--- src/hw/lockstep_pkg.sv ---
// Lockstep widths, block length, lockstep offsets and core port structs
package lockstep_pkg;

  ////////////////////////////////////////////////////////////////////////////
  // Datapath sizes
  ////////////////////////////////////////////////////////////////////////////

  // Input word width
  localparam int unsigned DATA_W = 16;

  // Block sum width, word width plus headroom for four additions
  localparam int unsigned SUM_W = 20;

  // Words summed per block
  localparam int unsigned BLOCK_LEN = 4;

  // Word counter inside a block
  localparam int unsigned CNT_W = 2;

  ////////////////////////////////////////////////////////////////////////////
  // Lockstep timing
  ////////////////////////////////////////////////////////////////////////////

  // Cycles the shadow core lags behind the main core
  localparam int unsigned LOCKSTEP_OFFSET = 2;

  // Main outputs wait one extra cycle for the shadow output register
  localparam int unsigned OUTPUTS_OFFSET = LOCKSTEP_OFFSET + 1;

  // Reset sequencer counter
  localparam int unsigned OFFSET_W = 2;

  ////////////////////////////////////////////////////////////////////////////
  // Core ports
  ////////////////////////////////////////////////////////////////////////////

  // Everything the environment drives into a core
  typedef struct packed {
    logic              in_valid;
    logic [DATA_W-1:0] in_data;
    logic              out_ready;
  } core_in_t;

  // Everything a core drives back out
  typedef struct packed {
    logic             in_ready;
    logic             out_valid;
    logic [SUM_W-1:0] out_sum;
    logic             busy;
  } core_out_t;

endpackage

--- src/hw/delay_line.sv ---
// Resettable shift register of DEPTH stages over a generic payload type
`timescale 1ns/1ps

module delay_line #(
  parameter type         payload_t = logic,
  parameter int unsigned DEPTH     = 1
) (
  input  logic     clk_i,
  input  logic     rst_ni,

  input  payload_t data_i,
  output payload_t data_o
);

  // Stage 0 is the newest entry
  payload_t stage_q [DEPTH];

  always_ff @(posedge clk_i or negedge rst_ni) begin
    if (!rst_ni) begin
      for (int unsigned i = 0; i < DEPTH; i++) begin
        stage_q[i] <= payload_t'('0);
      end
    end else begin
      stage_q[0] <= data_i;
      for (int unsigned i = 1; i < DEPTH; i++) begin
        stage_q[i] <= stage_q[i-1];
      end
    end
  end

  // Oldest entry, DEPTH cycles behind data_i
  assign data_o = stage_q[DEPTH-1];

endmodule

--- src/hw/lockstep_top.sv ---
// Lockstep checker top with delay lines, shadow core, reset sequencer and compare
`timescale 1ns/1ps

module lockstep_top import lockstep_pkg::*; (
  input  logic      clk_i,
  input  logic      rst_ni,

  // Main core port traffic, observed only
  input  core_in_t  core_in_i,
  input  core_out_t core_out_i,

  output logic      alert_major_o
);

  ////////////////////////////////////////////////////////////////////////////
  // Reset sequencing
  ////////////////////////////////////////////////////////////////////////////

  logic shadow_rst_n;
  logic cmp_en;

  shadow_reset_gen u_shadow_rst (
    .clk_i         (clk_i),
    .rst_ni        (rst_ni),
    .shadow_rst_no (shadow_rst_n),
    .cmp_en_o      (cmp_en)
  );

  ////////////////////////////////////////////////////////////////////////////
  // Input delay
  ////////////////////////////////////////////////////////////////////////////

  core_in_t shadow_in;

  // Shadow core sees the main inputs LOCKSTEP_OFFSET cycles late
  delay_line #(
    .payload_t (core_in_t),
    .DEPTH     (LOCKSTEP_OFFSET)
  ) u_in_delay (
    .clk_i  (clk_i),
    .rst_ni (rst_ni),
    .data_i (core_in_i),
    .data_o (shadow_in)
  );

  ////////////////////////////////////////////////////////////////////////////
  // Output delay
  ////////////////////////////////////////////////////////////////////////////

  core_out_t main_out_dly;

  // One more stage than the inputs to match the shadow output register
  delay_line #(
    .payload_t (core_out_t),
    .DEPTH     (OUTPUTS_OFFSET)
  ) u_out_delay (
    .clk_i  (clk_i),
    .rst_ni (rst_ni),
    .data_i (core_out_i),
    .data_o (main_out_dly)
  );

  ////////////////////////////////////////////////////////////////////////////
  // Shadow core
  ////////////////////////////////////////////////////////////////////////////

  core_out_t shadow_out;

  sum_core u_shadow_core (
    .clk_i  (clk_i),
    .rst_ni (shadow_rst_n),
    .core_i (shadow_in),
    .core_o (shadow_out)
  );

  ////////////////////////////////////////////////////////////////////////////
  // Output compare
  ////////////////////////////////////////////////////////////////////////////

  mismatch_checker u_checker (
    .clk_i      (clk_i),
    .rst_ni     (rst_ni),
    .cmp_en_i   (cmp_en),
    .shadow_i   (shadow_out),
    .main_i     (main_out_dly),
    .mismatch_o (alert_major_o)
  );

endmodule

--- src/hw/mismatch_checker.sv ---
// Shadow output register and compare against the delayed main core outputs
`timescale 1ns/1ps

module mismatch_checker import lockstep_pkg::*; (
  input  logic      clk_i,
  input  logic      rst_ni,

  input  logic      cmp_en_i,
  input  core_out_t shadow_i,
  input  core_out_t main_i,

  output logic      mismatch_o
);

  ////////////////////////////////////////////////////////////////////////////
  // Shadow output register
  ////////////////////////////////////////////////////////////////////////////

  core_out_t shadow_q;

  always_ff @(posedge clk_i or negedge rst_ni) begin
    if (!rst_ni) begin
      shadow_q <= core_out_t'('0);
    end else begin
      shadow_q <= shadow_i;
    end
  end

  ////////////////////////////////////////////////////////////////////////////
  // Compare
  ////////////////////////////////////////////////////////////////////////////

  logic differ;

  // Any field counts, including handshake and busy
  assign differ     = (shadow_q != main_i);
  assign mismatch_o = cmp_en_i & differ;

endmodule

--- src/hw/shadow_reset_gen.sv ---
// Shadow core reset release and comparison enable sequencer
`timescale 1ns/1ps

module shadow_reset_gen import lockstep_pkg::*; (
  input  logic clk_i,
  input  logic rst_ni,

  output logic shadow_rst_no,
  output logic cmp_en_o
);

  logic [OFFSET_W-1:0] cnt_q;
  logic [OFFSET_W-1:0] cnt_d;
  logic                set_d;
  logic                set_q;
  logic                cmp_en_q;

  // Count to LOCKSTEP_OFFSET - 1 and stay there
  assign set_d = (cnt_q == OFFSET_W'(LOCKSTEP_OFFSET - 1));
  assign cnt_d = set_d ? cnt_q : cnt_q + 1'b1;

  always_ff @(posedge clk_i or negedge rst_ni) begin
    if (!rst_ni) begin
      cnt_q    <= '0;
      set_q    <= 1'b0;
      cmp_en_q <= 1'b0;
    end else begin
      cnt_q    <= cnt_d;
      set_q    <= set_d;
      // Compare one cycle after the shadow core leaves reset
      cmp_en_q <= set_q;
    end
  end

  assign shadow_rst_no = set_q;
  assign cmp_en_o      = cmp_en_q;

endmodule

--- src/hw/sum_core.sv ---
// Block-sum core, adds words in blocks of BLOCK_LEN over valid/ready streams
`timescale 1ns/1ps

module sum_core import lockstep_pkg::*; (
  input  logic      clk_i,
  input  logic      rst_ni,

  input  core_in_t  core_i,
  output core_out_t core_o
);

  ////////////////////////////////////////////////////////////////////////////
  // Handshakes
  ////////////////////////////////////////////////////////////////////////////

  logic [CNT_W-1:0] cnt_q;
  logic [SUM_W-1:0] acc_q;
  logic [SUM_W-1:0] sum_q;
  logic             out_valid_q;

  logic             in_ready;
  logic             in_fire;
  logic             out_fire;
  logic             last_word;
  logic [SUM_W-1:0] acc_next;

  // No new words while a finished sum waits to be taken
  assign in_ready  = ~out_valid_q;
  assign in_fire   = core_i.in_valid & in_ready;
  assign out_fire  = out_valid_q & core_i.out_ready;

  assign last_word = (cnt_q == CNT_W'(BLOCK_LEN - 1));
  assign acc_next  = acc_q + SUM_W'(core_i.in_data);

  ////////////////////////////////////////////////////////////////////////////
  // Accumulator and word counter
  ////////////////////////////////////////////////////////////////////////////

  always_ff @(posedge clk_i or negedge rst_ni) begin
    if (!rst_ni) begin
      cnt_q <= '0;
      acc_q <= '0;
    end else if (in_fire) begin
      if (last_word) begin
        // Block complete, start the next one from zero
        cnt_q <= '0;
        acc_q <= '0;
      end else begin
        cnt_q <= cnt_q + 1'b1;
        acc_q <= acc_next;
      end
    end
  end

  ////////////////////////////////////////////////////////////////////////////
  // Output register
  ////////////////////////////////////////////////////////////////////////////

  always_ff @(posedge clk_i or negedge rst_ni) begin
    if (!rst_ni) begin
      sum_q       <= '0;
      out_valid_q <= 1'b0;
    end else begin
      if (in_fire && last_word) begin
        sum_q       <= acc_next;
        out_valid_q <= 1'b1;
      end else if (out_fire) begin
        // Sum value stays put, only valid drops
        out_valid_q <= 1'b0;
      end
    end
  end

  // Busy while a block is partly accepted or a sum is pending
  assign core_o.in_ready  = in_ready;
  assign core_o.out_valid = out_valid_q;
  assign core_o.out_sum   = sum_q;
  assign core_o.busy      = (cnt_q != '0) | out_valid_q;

endmodule

--- config.mk ---
export PLATFORM = sky130hd
export DESIGN_NAME = lockstep_top
export DESIGN_NICKNAME = d
export VERILOG_FILES = /design/src/hw/lockstep_pkg.sv /design/src/hw/delay_line.sv /design/src/hw/lockstep_top.sv /design/src/hw/mismatch_checker.sv /design/src/hw/shadow_reset_gen.sv /design/src/hw/sum_core.sv
export SDC_FILE = /design/constraint.sdc
export NUM_CORES = 1
export LEC_CHECK = 0
export BUFFER_PORTS_ARGS = -buffer_cell sky130_fd_sc_hd__buf_2
export CAP_MARGIN = 20
export CORE_ASPECT_RATIO = 1.4
export CORE_MARGIN = 4
export CORE_UTILIZATION = 55
export DETAILED_ROUTE_END_ITERATION = 7
export PLACE_DENSITY = 0.74
export SLEW_MARGIN = 20
export SYNTH_ARGS = -nofsm -noshare
export SYNTH_HDL_FRONTEND = slang
export SYNTH_HIERARCHICAL = 1
export SYNTH_SLANG_ARGS = --single-unit
--- constraint.sdc ---
create_clock -name clk_i -period 1.76 [get_ports clk_i]
set_clock_uncertainty 0.05 [all_clocks]
set_input_delay 0.352 -clock clk_i [delete_from_list [all_inputs] [get_ports clk_i]]
set_output_delay 0.352 -clock clk_i [all_outputs]
set_load 0.02 [all_outputs]
==> results.yml <==
synth:
  ys.flop_type: "dfrtp_1"
  ys_seq_area_share_pct: 67.33
  async_flop_share_pct: 100.0
  synthDistinctLibCells: 52
  synth-edff-count: 0
  synth_nets: 557
  yosysTopAreaCell: "dfrtp_1"
  netlist_instances: 493
  yosys_register_bits: 175
  yosysWarnings: 6
  avgSynthCellArea_um2: 13.19
  synth_area_um2: 6504
  netlist.area_leader.share_pct: 67.33
  synth_top_cells_by_area: "dfrtp_1 (67%), buf_4 (5.0%), ha_1 (3.8%)"
clock_tree:
  clk_pin_slew_ns: 0.06
  cts_htree_levels: 4
  tritoncts: "yes"
  insertion_delay_ns: 0.43
  numCtsBuffers: 17
  clk_path_buf_depth: 2
  cts-root-buf: "clkbuf_16"
  numClockSinks: 175
setup_path:
  worstPathArrival_ns: 2.00
  slowest_delay_ns: 0.37
  cp-end-kind: "output pin"
  critical_path_class: "flip-flop to output pin"
  crit_required_ns: 1.36
  crit_chain: "xor2_1 -> nor4_1 -> buf_4 -> nand4_1 -> o31a_1 -> buf_2"
  critPathLaunchType: "flip-flop"
  crit_path_top_delay_cell: "dfrtp_1"
  crit_fanout: 1
floorplan:
  die_y_um: 136.7
  die_w_um: 99.91
  num_rows: 46
  fp.coreArea_um2: 11450
  boundaryPins: 44
  die_area_um2: 13650
  initial_core_util_pct: 56.78
timing:
  final_max_slew_viol_count: 0
  rsz0062_at_grt: "yes"
  setup_viol: 34
  max-slew-margin-rel_pct: 60.90
  worst_pin_slew_ns: 0.5866
  finalHoldViolCount: 0
  worst_slack_ns: -0.6444
  fin_hold_ws_ns: 0.2519
  max_freq_ghz: 0.4159
  layout_min_cycle_time_ns: 2.404
  period_share_pct: 136.6
final_layout:
  final_util_pct: 76.19
  drive_gt1_share_pct: 35.51
  syn_to_final_growth_pct: 34.17
  final_common_cell: "dfrtp_1"
  most-common-layout-cells: "dfrtp_1 (174), buf_4 (57), nand2_1 (55)"
  nets: 679
  diodes: 0
pwr:
  power_density_nw_per_um2: 1716
  leakage_nw: 3.881
  vdd_drop_max_mv: 1.221
routing:
  drtAntennaViolNets: 0
  drt-initial-drc-count: 263
  finalWirelength_mm: 15.15
  via_per_inst: 5.558
  drc_errors: 0
  wire_per_inst_um: 19.62
  dr.pass1.iters: 6
  vias: 4291
run_status:
  violations: "setup timing"
  status: "finished, violations left"
grt:
  grt_max_degree: 76
  grt_pass1_vias: 4418
  antenna_found_initial: 0
  grt.overflow.total: 0
  track_usage_pct: 22.90
  grt_first_pass_wirelength_mm: 23.19
placed_design:
  gp_congestion: 0.9008
  dp_hpwl_mm: 8.400
  port_buffers: 43
worst_hold_path:
  hold_path.class: "primary input to asynchronous set/reset pin"
run:
  maxCapViolations: 0
==> cells by family (layout without fill, tap and decap cells) <==
family | count (synthesis) | in the layout | share of synthesized area (%)
fa+ha+maj | 21 | 21 | 4.155
simple gates | 112 | 112 | 8.195
xor+xnor | 35 | 35 | 4.713
buf+inv | 61 | 196 | 6.137
compound gates | 89 | 89 | 9.465
flops | 175 | 175 | 67.33
==> routing by layer <==
layer / vias to the layer above / part of all wire (%) / track usage, %
li1: 1878 / - / -
met1: 2169 / 37 / 26.34
met2: 188 / 54 / 40.39
met3: 56 / 4.3 / 4.946
met4: 0 / 4.4 / 10.93
met5: - / 0 / 0
==> worst max-delay path, delay by kind of cell, from the launching register on <==
kind,cells,cell delay [ns]
xor gates and xnor gates,1,0.16
buffers and inverters,2,0.34
DFF,1,0.37
and+or+nand+nor,2,0.44
AOI/OAI and AO/OA,1,0.26
==> per-stage QoR <==
step	cells	setup slack, ns	power (mW)	area, µm²	setup TNS [ns]
2_1_floorplan	493	-0.4194	7.864	6700	-6.655
3_3_place_gp	683	-0.4354	9.207	7162	-9.817
3_5_place_dp	683	-0.5142	9.406	7162	-11.27
4_1_cts	767	-0.6688	14.26	8534	-10.76
5_1_grt	772	-0.6948	15.63	8726	-15.62
6_report	772	-0.6444	14.97	8726	-13.85
==> cells in the mapped netlist (2+ instances only) <==
cell type / count
nand4_1: 3
nand3_1: 10
or3_1: 3
buf_4: 43
a31oi_1: 5
xor2_1: 22
o21ai_0: 28
a21oi_1: 12
nand2_1: 58
inv_1: 7
and3_4: 2
dfrtp_1: 175
nor2_1: 14
o21a_1: 5
xnor2_1: 13
clkbuf_1: 7
a211oi_1: 4
nor3_1: 6
ha_1: 20
a21o_1: 4
or4_1: 2
and3_1: 2
o211ai_1: 7
o21bai_1: 3
nor2b_1: 2
o31ai_1: 7
nor4_1: 4
==> sequential cells by signal, summed over array words and instances (netlist names) <==
signal and flops:
u_shadow_core/out_valid_q 1, u_shadow_rst/shadow_rst_no 1, u_checker/shadow_q 23, u_in_delay/data_o 18, u_shadow_core/sum_q 20, u_out_delay/data_o 23, u_shadow_core/acc_q 20, u_in_delay/stage_q 18
u_out_delay/stage_q 46, u_shadow_core/cnt_q 2, u_shadow_rst/cnt_q 2, u_shadow_rst/cmp_en_o 1
==> worst paths after layout <==
kind,from,to,slack (ns),cells past startpoint
max in group asynchronous,rst_ni,u_checker/shadow_q[16],0.78,3
setup reg to reg,u_shadow_core/acc_q[0],u_shadow_core/acc_q[16],-0.61,8
hold / removal,rst_ni,u_in_delay/data_o[12],0.25,2
hold reg to reg,u_out_delay/stage_q[33],u_out_delay/data_o[10],0.29,0
setup / recovery,u_out_delay/data_o[20],alert_major_o,-0.64,6
min in group clk_i,u_out_delay/stage_q[33],u_out_delay/data_o[10],0.29,0
==> final cells by class <==
type | count | area [µm²]
multi-input combinational | 257 | 2285
sequential | 175 | 4380
timing repair buffer | 156 | 1245
clock buffer | 21 | 450.4
fill | 619 | 2728
inverter | 8 | 30.03
clock inverter | 11 | 155.1
tap | 144 | 180.2
==> power by group <==
part | total (mW) | internal [mW] | switching [mW]
sequential | 5.40 | 4.84 | 0.560
combinational | 5.72 | 2.75 | 2.97
clock | 3.85 | 2.29 | 1.56
==> timing repair <==
action / CTS / global route
resized for setup: 56 / 36
hold buffers: 42 / 0
pin swaps: 30 / 30
setup endpoints to repair: 33 / 35
endpoints found under the hold margin: 65 / 0
buffers inserted: 11 / 10
No activity file was read; power rests on OpenSTA's default activity.
